[config.mk]
export PLATFORM = sky130hd
export DESIGN_NAME = h2c_arbiter
export DESIGN_NICKNAME = d
export VERILOG_FILES = /design/src/port_map_pkg.sv /design/src/h2c_arbiter.sv
export SDC_FILE = /design/constraint.sdc
export NUM_CORES = 1
export LEC_CHECK = 0
export ABC_AREA = 1
export BUFFER_PORTS_ARGS = -buffer_cell sky130_fd_sc_hd__buf_2
export CAP_MARGIN = 20
export CORE_AREA = 8 8 45 47
export CTS_BUF_LIST = sky130_fd_sc_hd__clkbuf_8 sky130_fd_sc_hd__clkbuf_16
export DETAILED_ROUTE_END_ITERATION = 7
export DIE_AREA = 0 0 53 55
export HOLD_SLACK_MARGIN = 0.06
export PLACE_DENSITY = 0.47
export SYNTH_ARGS = -nofsm -noshare
export SYNTH_HDL_FRONTEND = slang
export SYNTH_SLANG_ARGS = --single-unit
[constraint.sdc]
create_clock -name axis_aclk -period 1.8 [get_ports axis_aclk]
set_input_delay 0.36 -clock axis_aclk [delete_from_list [all_inputs] [get_ports axis_aclk]]
set_output_delay 0.36 -clock axis_aclk [all_outputs]
set_load 0.02 [all_outputs]
[src/port_map_pkg.sv]
// codes cover the two host DMA queues only; MAC interface codes are not defined here
`default_nettype none

package port_map_pkg;

  // one-hot interface numbers carried in the source field
  localparam logic [7:0] qdma0_ifnum = 8'h02;
  localparam logic [7:0] qdma1_ifnum = 8'h08;

  // destination-field bits that steer a frame to a host queue
  localparam int qdma0_dst_bit = 1;
  localparam int qdma1_dst_bit = 3;

  // queue destination word presented to the host
  localparam logic [15:0] qdma0_dst_code = 16'h0001;
  localparam logic [15:0] qdma1_dst_code = 16'h0002;

  // host-to-card arbiter states
  typedef enum logic [1:0] {
    grant_idle,
    grant_q0,
    grant_q1
  } grant_t;

  // card-to-host frame tracking
  typedef enum logic {
    frame_idle,
    frame_body
  } frame_state_t;

endpackage

`default_nettype wire

[src/h2c_arbiter.sv]
// grants whole frames only; a queue that drops valid mid-frame keeps the grant until its last beat
`default_nettype none
`timescale 1ns/10ps

module h2c_arbiter import port_map_pkg::*; (
  input  logic   axis_aclk,
  input  logic   axis_rst,
  input  logic   h2c_0_valid,
  input  logic   h2c_0_last,
  input  logic   h2c_1_valid,
  input  logic   h2c_1_last,
  output logic   h2c_0_ready,
  output logic   h2c_1_ready,
  output grant_t grant,
  output logic   take
);

  grant_t grant_next;
  logic   served_q1;
  logic   take_0;
  logic   take_1;

  // ready follows the grant state, never the valids
  assign h2c_0_ready = (grant == grant_q0);
  assign h2c_1_ready = (grant == grant_q1);

  assign take_0 = h2c_0_valid && h2c_0_ready;
  assign take_1 = h2c_1_valid && h2c_1_ready;
  assign take   = take_0 || take_1;

  always_comb begin
    grant_next = grant;
    case (grant)
      grant_idle: begin
        // both waiting: the queue not served last wins
        if (h2c_0_valid && (!h2c_1_valid || served_q1)) begin
          grant_next = grant_q0;
        end
        else if (h2c_1_valid) begin
          grant_next = grant_q1;
        end
      end
      grant_q0: begin
        if (take_0 && h2c_0_last) begin
          grant_next = h2c_1_valid ? grant_q1 : grant_idle;
        end
      end
      grant_q1: begin
        if (take_1 && h2c_1_last) begin
          grant_next = h2c_0_valid ? grant_q0 : grant_idle;
        end
      end
      default: grant_next = grant_idle;
    endcase
  end

  always_ff @(posedge axis_aclk) begin
    if (axis_rst) begin
      grant     <= grant_idle;
      // start as if queue 1 went last so queue 0 goes first
      served_q1 <= 1'b1;
    end
    else begin
      grant <= grant_next;
      if (take_0 && h2c_0_last) begin
        served_q1 <= 1'b0;
      end
      else if (take_1 && h2c_1_last) begin
        served_q1 <= 1'b1;
      end
    end
  end

endmodule

`default_nettype wire

# Yosys cells after proc, flatten, opt, wreduce, memory -nomap -nowiden
# Index checks and enable logic that the tools add are counted.
[op_classes]
n_mux = 9
div_mod_pow = 0
n_eq_ne = 5
n_mul = 0
shift = 0
bitwise_logic = 0
n_lt_le_gt_ge = 0
n_reduce_logical = 11
addsub = 0
[ops]
columns = ["cell", "n"]
rows = [
  ["2-to-1 mux 2 bit", 5],
  ["one-hot mux 2 bit (3 select lines)", 1],
  ["logical AND 1 bit", 5],
  ["!= test 2 x 1 -> 1 bit (second input constant)", 2],
  ["2-to-1 mux 1 bit", 3],
  ["!= test 3 bit (second input constant)", 1],
  ["AND reduction 3 bit", 1],
  ["equality test 2 x 1 -> 1 bit (second input constant)", 1],
  ["equality test 2 bit (second input constant)", 1],
  ["logical NOT 2 bit", 1],
  ["logical OR 1 bit", 2],
  ["nonzero test 2 bit", 1],
  ["logical NOT 1 bit", 1],
]
[totals]
inputBits = 6
latchBits = 0
memories = 0
romBits = 0
elab_cells = 27
ram_bits = 0
regBits = 3
output_inout_bits = 5

# Logic depth before layout (Yosys ltp)
# Gate-level depths: netlist of the first run.
[depth]
ltp_word = 5
depth_mapped = 7
mapped_depth_nobuf = 7

# Worst setup path before layout of the first run
# OpenSTA, ideal clock, no wires.
[synth_path]
path_type = "flip-flop to output port"
startpoint = "reg grant[1]"
endpoint = "out take"
slack_ns = 0.352
arrival_time_ns = 1.088
t_required_ns = 1.440
path_stages_with_launch = 5
n_path_buf = 0
cell_sequence = "dfxtp_1 > inv_2 > nor2_2 > nand2_1 > nand2_1"
[synth_between]
elab_chain_cells = 3
word_cells_on_any_way = 5
classes_between = "eq/ne (2); reduce/logical (3)"
[synth_rtl]
columns = ["item", "line", "text"]
rows = [
  ["start, declared", "h2c_arbiter.sv:14", "output grant_t grant,"],
  ["start signal, assigned", "h2c_arbiter.sv:59", "grant <= grant_idle;"],
  ["start signal, assigned", "h2c_arbiter.sv:64", "grant <= grant_next;"],
  ["equality test 2 bit", "h2c_arbiter.sv:25", "assign h2c_1_ready = (grant == grant_q1);"],
  ["via h2c_1_ready", "h2c_arbiter.sv:13", "output logic h2c_1_ready,"],
  ["logical AND 1 bit", "h2c_arbiter.sv:28", "assign take_1 = h2c_1_valid && h2c_1_ready;"],
  ["logical OR 1 bit", "h2c_arbiter.sv:29", "assign take = take_0 || take_1;"],
  ["end, declared", "h2c_arbiter.sv:15", "output logic take"],
]
# The timed path passes the listed nets, and every way through them passes these cells.

# Worst setup path after layout of the first run
[layout_path]
startpoint = "reg grant[1]"
endpoint = "out take"
[layout_between]
elab_chain_cells = 3
word_cells_on_any_way = 5
classes_between = "eq/ne (2); reduce/logical (3)"
[layout_rtl]
columns = ["item", "line"]
rows = [
  ["equality test 2 x 1 -> 1 bit or equality test 2 bit (tied branches)", "h2c_arbiter.sv:24, h2c_arbiter.sv:25"],
  ["logical AND 1 bit (on tied branches)", "h2c_arbiter.sv:27, h2c_arbiter.sv:28"],
  ["logical OR 1 bit *", "h2c_arbiter.sv:29"],
]
# Mark *: on every way between the ends. The rest lies on a longest branch, timed or not.

==> results of run 1 <==
==> worst max-delay path by stage <==
stage	startpoint	to	cells after the start
floorplan	grant[1]	take	4
global placement	grant[1]	take	5
detailed placement	grant[1]	take	5
CTS	grant[1]	take	5
global route	grant[1]	take	5
finish	grant[1]	take	5
==> area by class of cell <==
| class | count | share of cell area (%) |
|---|---|---|
| timing repair buffer | 10 | 14.9 |
| sequential | 3 | 17.9 |
| clock buffer | 3 | 12.3 |
| inverter | 8 | 8.96 |
| multi-input combinational | 26 | 38.8 |
| tap | 16 | 5.97 |
| clock inverter | 1 | 1.12 |
==> power breakdown <==
part / switching [W] / internal, W
combinational: 0.000171 / 0.0000875
clock: 0.0000439 / 0.000145
sequential: 0.0000265 / 0.0000872
total: 0.000241 / 0.000320
==> cells by family (layout without fill, tap and decap cells) <==
logic type             Yosys count  count (layout)  share of synthesized area, %
and+or+nand+nor                 22              22                          47.7
buffers and inverters            8              22                          13.6
DFF                              3               3                          27.3
AOI/OAI and AO/OA                4               4                          11.4
==> critical path, stage by stage, from the launching register on <==
cell and delay [ns]:
sky130_fd_sc_hd__dfxtp_1 0.43, sky130_fd_sc_hd__inv_2 0.07, sky130_fd_sc_hd__nor2_2 0.13, sky130_fd_sc_hd__nand2_1 0.09
sky130_fd_sc_hd__nand2_1 0.06, sky130_fd_sc_hd__buf_2 0.15
==> synth_stat cells (all sizes together) <==
| cell type | instances | area share [%] |
|---|---|---|
| nand2 | 9 | 15 |
| nor2 | 9 | 21 |
| inv | 7 | 12 |
| nand3 | 4 | 11 |
| dfxtp | 3 | 27 |
| o21ai | 3 | 8.5 |
| clkinv | 1 | 1.7 |
| o22ai | 1 | 2.8 |
==> per-stage QoR <==
step	total power, W	cells
6_report	0.000561	67
5_1_grt	0.000604	67
4_1_cts	0.000572	67
3_5_place_dp	0.000378	63
3_3_place_gp	0.000377	63
2_1_floorplan	0.000301	37
==> routing by layer <==
metal | up-vias | GRT usage [%]
met5 | - | 0
met4 | 0 | 7.76
met3 | 0 | 2.94
met2 | 5 | 8.40
met1 | 112 | 2.88
li1 | 140 | -
==> sequential cells by signal, indices dropped and copies added (netlist names) <==
name	count
grant	2
served_q1	1
==> reports/qor_table.md, run 1 <==
| Quantity | Value |
|:---|:---|
| Outcome | finished clean |
| R2r setup slk | 0.72 ns |
| Root buffer selected by CTS | sky130_fd_sc_hd__clkbuf_8 |
| Final Instance Area | 335 um2 |
| Post-layout min period | 1.50 ns |
| Synth cell types | 14 |
| Ports | 11 |
| Kind of critical path | reg2out |
| Length of routed wiring on met1 | 226 um |
| Hold endpoint | served_q1 |
| Global placer's final weighted congestion | 0.733 |
| Drt via density | 3.84 |
| Crit path launch type | register |
| Total of cells resized after clock tree synthesis | 0 |
| Remaining routing DRC violations | 0 |
| Data required time of the critical path | 1.44 ns |
| Max_slew headroom | 84.9% |
| Final core utilization | 24.2% |
| H-tree Lvls | 1 |
| Worst clock skew | 0.00282 ns |
| Wire length of the first global-routing pass | 938 um |
| Number of endpoints with negative hold slack in the final report | 0 |
| Aggregate global routing overflow | 0 |
| Number of standard cells after synthesis | 37 |
| Achievable clock frequency | 0.669 GHz |
| Transition time at the pin with the least slew margin | 0.226 ns |
| Starting Density | 15.9% |
| Nets@finish | 58 |
| Violation count after the first detailed-route iteration | 2 |
| Crit path setup slack, layout | 0.305 ns |
| Capture point of the worst reg-to-reg path | grant[0] |
| Global Route Usage Sum | 4.97% |
| Max layer used | met3 |
| Pin count of the biggest net entering global routing | 5 |
| Net count of the mapped netlist | 43 |
| Hold-fix buffers at CTS | 0 |
| Met3 routed WL | 48 um |
| Hold Crit Start | axis_rst |
| Die width | 53 um |
| Clock transition at the register clock pins on the worst setup and hold paths after CTS | 0.03 ns |
| Arrival time of data at the critical path endpoint | 1.14 ns |
| TritonCTS clock tree | yes |
| Worst setup timing slack at the placement stage | 0.511 ns |
| Average size of a mapped cell | 5.95 um2 |
| Portion of the post-synthesis area used by sequential elements | 27.3% |
| Ratio of cells with drive above 1 in the final layout | 39.2% |
| Drt wl/cell | 9.12 um |
| Detail Route met2 WL | 337 um |
| Pins Over Slew Limit | 0 |
| Input/output buffers | 10 |
| Via count of the first global-routing pass | 249 |
| Area growth, synth to finish | 52.3% |
| Chip Height | 55 um |
| Latest clock arrival within the worst-skew pair | 0.22 ns |
| Power density over cell area | 1670 nW/um2 |
| Antenna violation net count after detailed routing | 0 |
| Via count | 257 |
| Antenna cell count | 0 |
| Half-perimeter wire length of the detailed placement result | 544 um |
| Number of fill cells | 160 |
| Worst Hold Margin | 0.362 ns |
| Post-synthesis register bit count | 3 |
| TritonCTS Buffers | 3 |
| Pleak | 0.191 nW |
| Clock Path Buffers | 2 |
| Number of cells traversed by the worst register-to-register path | 7 |
| Top library cells by usage in the layout, fill and taps aside | 10 x sky130_fd_sc_hd__buf_2, 9 x sky130_fd_sc_hd__nand2_1, 6 x sky130_fd_sc_hd__inv_1, 6 x sky130_fd_sc_hd__nor2_1 |
| Path category of the worst min-delay check | in2reg |
| Number of buffers inserted by post-CTS setup repair | 0 |
| Worst reg2reg path startpoint | grant[1] |
| Setup Viol. Count Final | 0 |
| Max capacitance violation total | 0 |
| Yosys warning total | 0 |
| Multi-input combinational cell area | 130 um2 |
| Number of stages on the worst hold path | 3 |
| Synthesized cell area | 220 um2 |
| Critical path capture point type | output pin |
| Maximum vdd ir drop | 0.346 mV |
| Overall die area | 2920 um2 |
| Sinks on the clock net | 3 |
| Number of detailed-routing iterations run before antenna repair | 2 |
| DP Area | 290 um2 |
| Total wire length | 611 um |
| Number of rows created at floorplan | 14 |
| Unrepaired setup endpoints after global routing | no |
| Core ar. | 1380 um2 |
| Crit path max fanout | 4 |
| Setup TNS after final layout | 0 ns |
| Most common cell after layout, fill and taps aside | sky130_fd_sc_hd__buf_2 |
| Initial antenna violation count | 0 |
| Sequential standard cell area | 60.1 um2 |
| Portion of the clock cycle consumed by the worst path in the final layout | 83.1% |
Power figures use the tool's default switching activity.
==> run 2, diff against run 1 <==
--- a/config.mk
+++ b/config.mk
@@ -5,7 +5,7 @@
 export SDC_FILE = /design/constraint.sdc
 export NUM_CORES = 1
 export LEC_CHECK = 0
-export ABC_AREA = 1
+export ABC_AREA = 0
 export BUFFER_PORTS_ARGS = -buffer_cell sky130_fd_sc_hd__buf_2
 export CAP_MARGIN = 20
 export CORE_AREA = 8 8 45 47
@@ -13,7 +13,7 @@
 export DETAILED_ROUTE_END_ITERATION = 7
 export DIE_AREA = 0 0 53 55
 export HOLD_SLACK_MARGIN = 0.06
-export PLACE_DENSITY = 0.47
+export PLACE_DENSITY = 0.45
 export SYNTH_ARGS = -nofsm -noshare
 export SYNTH_HDL_FRONTEND = slang
 export SYNTH_SLANG_ARGS = --single-unit
==> constraint.sdc (replaced) <==
create_clock -name axis_aclk -period 1.5 [get_ports axis_aclk]
set_input_delay 0.3 -clock axis_aclk [delete_from_list [all_inputs] [get_ports axis_aclk]]
set_output_delay 0.3 -clock axis_aclk [all_outputs]
set_load 0.02 [all_outputs]
==> run 2 against run 1 <==
Compared with the run above: via count fell by 9.3%; clock power rose by 18%; combinational power fell by 47%; largest power group is now clock; synthesized area fell by 11%; utilization fell by 0.45 points; flip-flop and latch count did not move; register-to-register slack got worse by 0.37 ns; final cell count fell by 18%; critical path depth fell by 2; critical path type unchanged; wire length rose by 1.6%; largest cell class unchanged; power fell by 19%; setup slack got worse by 0.23 ns.
==> reports/qor_table.md, run 2 <==
| Quantity | Value |
|:---|:---|
| Outcome | finished clean |
| Most instantiated flip-flop cell in the synthesis netlist | sky130_fd_sc_hd__dfxtp_1 |
| Synth cell types | 17 |
| Standard cell with the maximum stage delay on the critical path | sky130_fd_sc_hd__dfxtp_1 |
| Half-perimeter wire length of the detailed placement result | 515 um |
| Gate family responsible for the most delay along the worst path | flip-flops |
| Register name with the most flops | grant |
| Wire length of the first global-routing pass | 1.00 mm |
| Aggregate global routing overflow | 0 |
| Via count | 233 |
| Portion of the post-synthesis area used by sequential elements | 30.6% |
| H-tree Lvls | 1 |
| Pins Over Slew Limit | 0 |
| Largest cells by area after synthesis | sky130_fd_sc_hd__dfxtp_1 31%, sky130_fd_sc_hd__a22oi_2 6.4%, sky130_fd_sc_hd__a31oi_1 6.4% |
| Clock Path Buffers | 2 |
| Overall die area | 2920 um2 |
| Total of cells resized after clock tree synthesis | 0 |
| Post-Place Cells | 51 |
| Latest clock arrival within the worst-skew pair | 0.21 ns |
| Root buffer selected by CTS | sky130_fd_sc_hd__clkbuf_8 |
| Nets@finish | 46 |
| Net count of the mapped netlist | 29 |
| Total wire length | 621 um |
| Starting Density | 14.2% |
| Area growth, synth to finish | 67.5% |
| Setup TNS after final layout | 0 ns |
| Via count of the first global-routing pass | 245 |
| Number of fill cells | 161 |
| Worst clock skew | 0.00174 ns |
| Global placer's final weighted congestion | 0.802 |
| Most instantiated library cell after synthesis | sky130_fd_sc_hd__dfxtp_1 |
| Initial antenna violation count | 0 |
| Ports | 11 |
| Hold-fix buffers at CTS | 0 |
| Pleak | 0.153 nW |
| Number of rows created at floorplan | 14 |
| Kind of critical path | reg2out |
| Average size of a mapped cell | 8.54 um2 |
| Basic-gate share of the synthesized area counting and, or, nand and nor cells | 29.3% |
| Setup Viol. Count Final | 0 |
| Yosys warning total | 0 |
| Chip Height | 55 um |
| Post-layout min period | 1.43 ns |
| Remaining routing DRC violations | 0 |
| CP cell instances | and2b_4 -> a22o_1 -> buf_2 |
| Achievable clock frequency | 0.700 GHz |
| TritonCTS clock tree | yes |
| Clock transition at the register clock pins on the worst setup and hold paths after CTS | 0.03 ns |
| Synthesized-area fraction occupied by xor and xnor cells | 0% |
| Crit path launch type | register |
| Multi-input combinational cell area | 139 um2 |
| Most frequent cells after synthesis | 3 x sky130_fd_sc_hd__dfxtp_1, 2 x sky130_fd_sc_hd__a21oi_1, 2 x sky130_fd_sc_hd__a31oi_1, 2 x sky130_fd_sc_hd__nand2_1, 2 x sky130_fd_sc_hd__nor2_1 |
| Registers with the most flip-flops | grant: 2 flops, served_q1: 1 flops |
| Max capacitance violation total | 0 |
| Share of the synthesized area in the top cell type | 30.6% |
| Antenna violation net count after detailed routing | 0 |
| TritonCTS Buffers | 3 |
| Number of endpoints with negative hold slack in the final report | 0 |
| Most common cell after layout, fill and taps aside | sky130_fd_sc_hd__buf_2 |
| Synth area leader | sky130_fd_sc_hd__dfxtp_1 |
| Post-synthesis register bit count | 3 |
| Max_slew headroom | 87.5% |
| Fraction of the mapped netlist area in compound gates | 40.1% |
| Unrepaired setup endpoints after global routing | no |
| Pin count of the biggest net entering global routing | 7 |
| Power density over cell area | 1390 nW/um2 |
| Worst Hold Margin | 0.285 ns |
| Ratio of cells with drive above 1 in the final layout | 51.3% |
| Buffers and inverters on the worst path | 1 |
| Largest stage delay on the critical path | 0.33 ns |
| Sequential standard cell area | 60.1 um2 |
| Data required time of the critical path | 1.20 ns |
| Post-synthesis share of cell area spent on full adders, half adders and majority gates | 0% |
| Global Route Usage Sum | 4.86% |
| Combinational family with the most area after synthesis | compound AO/OA/AOI/OAI gates |
| Path category of the worst min-delay check | in2reg |
| Number of standard cells after synthesis | 23 |
| Synthesized cell area | 196 um2 |
| Die width | 53 um |
| Critical path capture point type | output pin |
| Mux contribution to synthesized area | 0% |
| Transition time at the pin with the least slew margin | 0.187 ns |
| Crit path max fanout | 4 |
| Largest register FFs | 2 |
| Top library cells by usage in the layout, fill and taps aside | 10 x sky130_fd_sc_hd__buf_2, 3 x sky130_fd_sc_hd__clkbuf_8, 3 x sky130_fd_sc_hd__dfxtp_1 |
| Layout Cells excl Fill | 55 |
| Drt via density | 4.24 |
| Drt wl/cell | 11.3 um |
| Violation count after the first detailed-route iteration | 2 |
| Number of buffers inserted by post-CTS setup repair | 0 |
| Portion of the clock cycle consumed by the worst path in the final layout | 95.2% |
| Sinks on the clock net | 3 |
| Antenna cell count | 0 |
| Async S/R FF share, synth | 0% |
| Input/output buffers | 10 |
| Number of synthesized flops with an enable pin | 0 |
| Core ar. | 1380 um2 |
| Number of detailed-routing iterations run before antenna repair | 2 |
| Arrival time of data at the critical path endpoint | 1.13 ns |
| Maximum vdd ir drop | 0.747 mV |
run 2: logic make-up (layout without fill, tap and decap cells):
group | count (synthesis) | after routing
flops | 3 | 3
compound gates | 10 | 10
simple gates | 10 | 10
buf+inv | 0 | 16
run 2: final timing paths:
| path | from | to | slack [ns] | cells past startpoint |
|---|---|---|---|---|
| max | grant[0] | take | 0.07 | 3 |
| min | axis_rst | grant[0] | 0.28 | 2 |
| max reg2reg | grant[1] | grant[1] | 0.35 | 5 |
| min reg2reg | grant[0] | grant[1] | 0.60 | 2 |
run 2: metrics by stage:
| stage | total power (W) | utilization, % | instance area, um2 | setup WS [ns] |
|---|---|---|---|---|
| floorplan | 0.000182 | - | 199 | 0.0750 |
| global placement | 0.000236 | 20.5 | 284 | 0.302 |
| global route | 0.000481 | 23.8 | 329 | 0.0391 |
| finish | 0.000456 | 23.8 | 329 | 0.0723 |
| detailed placement | 0.000235 | 20.5 | 284 | 0.285 |
| CTS | 0.000464 | 23.8 | 329 | 0.0608 |
run 2: layout make-up:
class / count / share of cell area, %
well taps: 16 / 6.08
clock buffers: 3 / 12.5
clock inverters: 1 / 1.14
repair buffers: 12 / 19.8
flip-flops and latches: 3 / 18.3
multi-input cells: 20 / 42.2
run 2: per-layer routing:
layer	up-vias	track usage [%]	share of wire [%]
li1	119	-	-
met1	104	5.45	48
met2	10	6.64	46
met3	0	3.48	5.8
met4	0	2.59	0
met5	-	0	0
run 2: worst reg2reg max path, stage by stage (launching register included):
cell and delay, ns:
sky130_fd_sc_hd__dfxtp_1 0.32, sky130_fd_sc_hd__buf_4 0.15, sky130_fd_sc_hd__a21oi_2 0.16, sky130_fd_sc_hd__a22oi_2 0.11, sky130_fd_sc_hd__o21a_1 0.11, sky130_fd_sc_hd__a211oi_1 0.20
run 2: power breakdown:
group	internal (W)	leakage [nW]	switching, W
combinational	0.0000618	0.101	0.0000742
clock	0.000174	0.0269	0.0000495
sequential	0.0000891	0.0247	0.00000739
total	0.000325	0.153	0.000131
==> run 3, diff against run 2 <==
--- a/config.mk
+++ b/config.mk
@@ -14,6 +14,7 @@
 export DIE_AREA = 0 0 53 55
 export HOLD_SLACK_MARGIN = 0.06
 export PLACE_DENSITY = 0.45
+export REMOVE_ABC_BUFFERS = 1
 export SYNTH_ARGS = -nofsm -noshare
 export SYNTH_HDL_FRONTEND = slang
 export SYNTH_SLANG_ARGS = --single-unit
==> run 3 against run 2 <==
Compared with the run above: flip-flop and latch count unchanged; critical path depth unchanged; worst hold slack worse by 0.0098 ns; fmax up 1.1%; via count is 0.43% lower; sequential power increased by 3.4%; die area unchanged; combinational power decreased by 8%.
==> reports/qor_table.md, run 3 (synthesized netlist as in run 2, its figures left out) <==
| Quantity | Value |
|:---|:---|
| Sinks on the clock net | 3 |
| Remaining routing DRC violations | 0 |
| Starting Density | 14.2% |
| Clock transition at the register clock pins on the worst setup and hold paths after CTS | 0.03 ns |
| Initial antenna violation count | 0 |
| Kind of critical path | reg2out |
| H-tree Lvls | 1 |
| Overall die area | 2920 um2 |
| Unrepaired setup endpoints after global routing | no |
| Final core utilization | 23.1% |
| Ports | 11 |
| Internal power component | 0.000320 W |
| Global Route Usage Sum | 4.42% |
| Power density over cell area | 1390 nW/um2 |
| CP cell instances | and2b_4 -> a22o_1 -> buf_2 |
| Violation count after the first detailed-route iteration | 1 |
| Via count of the first global-routing pass | 218 |
| Latest clock arrival within the worst-skew pair | 0.21 ns |
| Transition time at the pin with the least slew margin | 0.196 ns |
| Total of cells resized after clock tree synthesis | 0 |
| Hold-fix buffers at CTS | 0 |
| Number of rows created at floorplan | 14 |
| R2r setup slk | 0.33 ns |
| Number of cells traversed by the worst register-to-register path | 5 |
| Input/output buffers | 10 |
| First element of the critical path | grant[0] |
| Registers with the most flip-flops | grant: 2 flops, served_q1: 1 flops |
| Setup TNS after final layout | 0 ns |
| Hold Crit Start | axis_rst |
| Largest stage delay on the critical path | 0.32 ns |
| Number of fill cells | 171 |
| Post-route total power | 0.000446 W |
| Root buffer selected by CTS | sky130_fd_sc_hd__clkbuf_8 |
| Data required time of the critical path | 1.20 ns |
| Max_slew headroom | 86.9% |
| Pin count of the biggest net entering global routing | 7 |
| Net switching share of the total power | 28.3% |
| Critical path capture point type | output pin |
| Crit path max fanout | 4 |
| Clock network fraction of total power | 49.6% |
| Post-layout min period | 1.41 ns |
| TritonCTS Buffers | 3 |
| Achievable clock frequency | 0.708 GHz |
| Pins Over Slew Limit | 0 |
| Crit path launch type | register |
| Drt wl/cell | 10.6 um |
| Core ar. | 1380 um2 |
| Antenna cell count | 0 |
| Register name with the most flops | grant |
| Worst Hold Margin | 0.275 ns |
| Fraction of power consumed by sequential logic | 22.4% |
| Number of endpoints with negative hold slack in the final report | 0 |
| Worst reg2reg path startpoint | grant[0] |
| Most common cell after layout, fill and taps aside | sky130_fd_sc_hd__buf_2 |
| Setup crit end | take |
| Drt via density | 4.30 |
| Portion of the clock cycle consumed by the worst path in the final layout | 94.1% |
| Via count | 232 |
| Antenna violation net count after detailed routing | 0 |
| Total wire length | 574 um |
| Area growth, synth to finish | 63.1% |
| Worst clock skew | 0.00222 ns |
| Aggregate global routing overflow | 0 |
| Number of buffers inserted by post-CTS setup repair | 0 |
| Capture point of the worst reg-to-reg path | grant[0] |
| Max capacitance violation total | 0 |
| Net switching power | 0.000126 W |
| Top library cells by usage in the layout, fill and taps aside | 10 x sky130_fd_sc_hd__buf_2, 3 x sky130_fd_sc_hd__clkbuf_8 |
| Standard cell with the maximum stage delay on the critical path | sky130_fd_sc_hd__dfxtp_1 |
| Ratio of cells with drive above 1 in the final layout | 50.0% |
| Nets@finish | 45 |
| Number of detailed-routing iterations run before antenna repair | 2 |
| Half-perimeter wire length of the detailed placement result | 513 um |
| Outcome | finished clean |
| Global placer's final weighted congestion | 0.656 |
| Path category of the worst min-delay check | in2reg |
| Wire length of the first global-routing pass | 917 um |
| Pleak | 0.148 nW |
| Die width | 53 um |
| Largest register FFs | 2 |
| TritonCTS clock tree | yes |
| Combinational cell fraction of total power | 28.0% |
| Clock Path Buffers | 2 |
| Maximum vdd ir drop | 0.359 mV |
| Chip Height | 55 um |
| Arrival time of data at the critical path endpoint | 1.11 ns |
| Setup Viol. Count Final | 0 |
run 3: worst min path at each step:
stage,endpoint,cells after the start
after floorplan,grant[0],1
after global placement,grant[0],2
after detailed placement,grant[0],2
after CTS,grant[0],2
after global routing,grant[0],2
final,grant[1],2
run 3: power groups by stage:
| stage | combinational (W) | sequential [W] | clock [W] |
|---|---|---|---|
| after floorplan | 0.0000713 | 0.000110 | 0 |
| after global placement | 0.000128 | 0.000100 | 0 |
| after detailed placement | 0.000127 | 0.000100 | 0 |
| after CTS | 0.000127 | 0.0000994 | 0.000228 |
| after global routing | 0.000136 | 0.000102 | 0.000239 |
| final | 0.000125 | 0.0000998 | 0.000221 |
run 3: worst max-delay path: cells and delay by family (launching register included):
kind / cells / cell delay, ns
AO/OA/AOI/OAI: 1 / 0.22
flip-flops: 1 / 0.32
buffers and inverters: 1 / 0.16
AND/OR/NAND/NOR: 1 / 0.20
run 3: metal layers:
layer | GRT usage, % | share of wire (%) | up-vias | routed length, um
met5 | 0 | 0 | - | 0
met4 | 2.59 | 1.4 | 0 | 8
met3 | 3.21 | 7.3 | 2 | 42
met2 | 7.62 | 56 | 6 | 320
met1 | 3.63 | 35 | 107 | 203
li1 | - | - | 117 | -
run 3: through the flow:
| step | std cells | instance area (um2) | setup WS (ns) |
|---|---|---|---|
| finish | 54 | 320 | 0.0879 |
| CTS | 54 | 319 | 0.0535 |
| global route | 54 | 320 | 0.0144 |
| detailed placement | 50 | 274 | 0.281 |
| floorplan | 23 | 196 | -0.0494 |
| global placement | 50 | 274 | 0.288 |
run 3: final cells by class:
class                   count  area, um2  area share [%]
well taps                  16       20.0            6.25
clock inverters             1       3.75            1.17
flip-flops and latches      3       61.3            19.1
multi-input cells          20        136            42.6
clock buffers               3       41.3            12.9
repair buffers             11       57.6            18.0
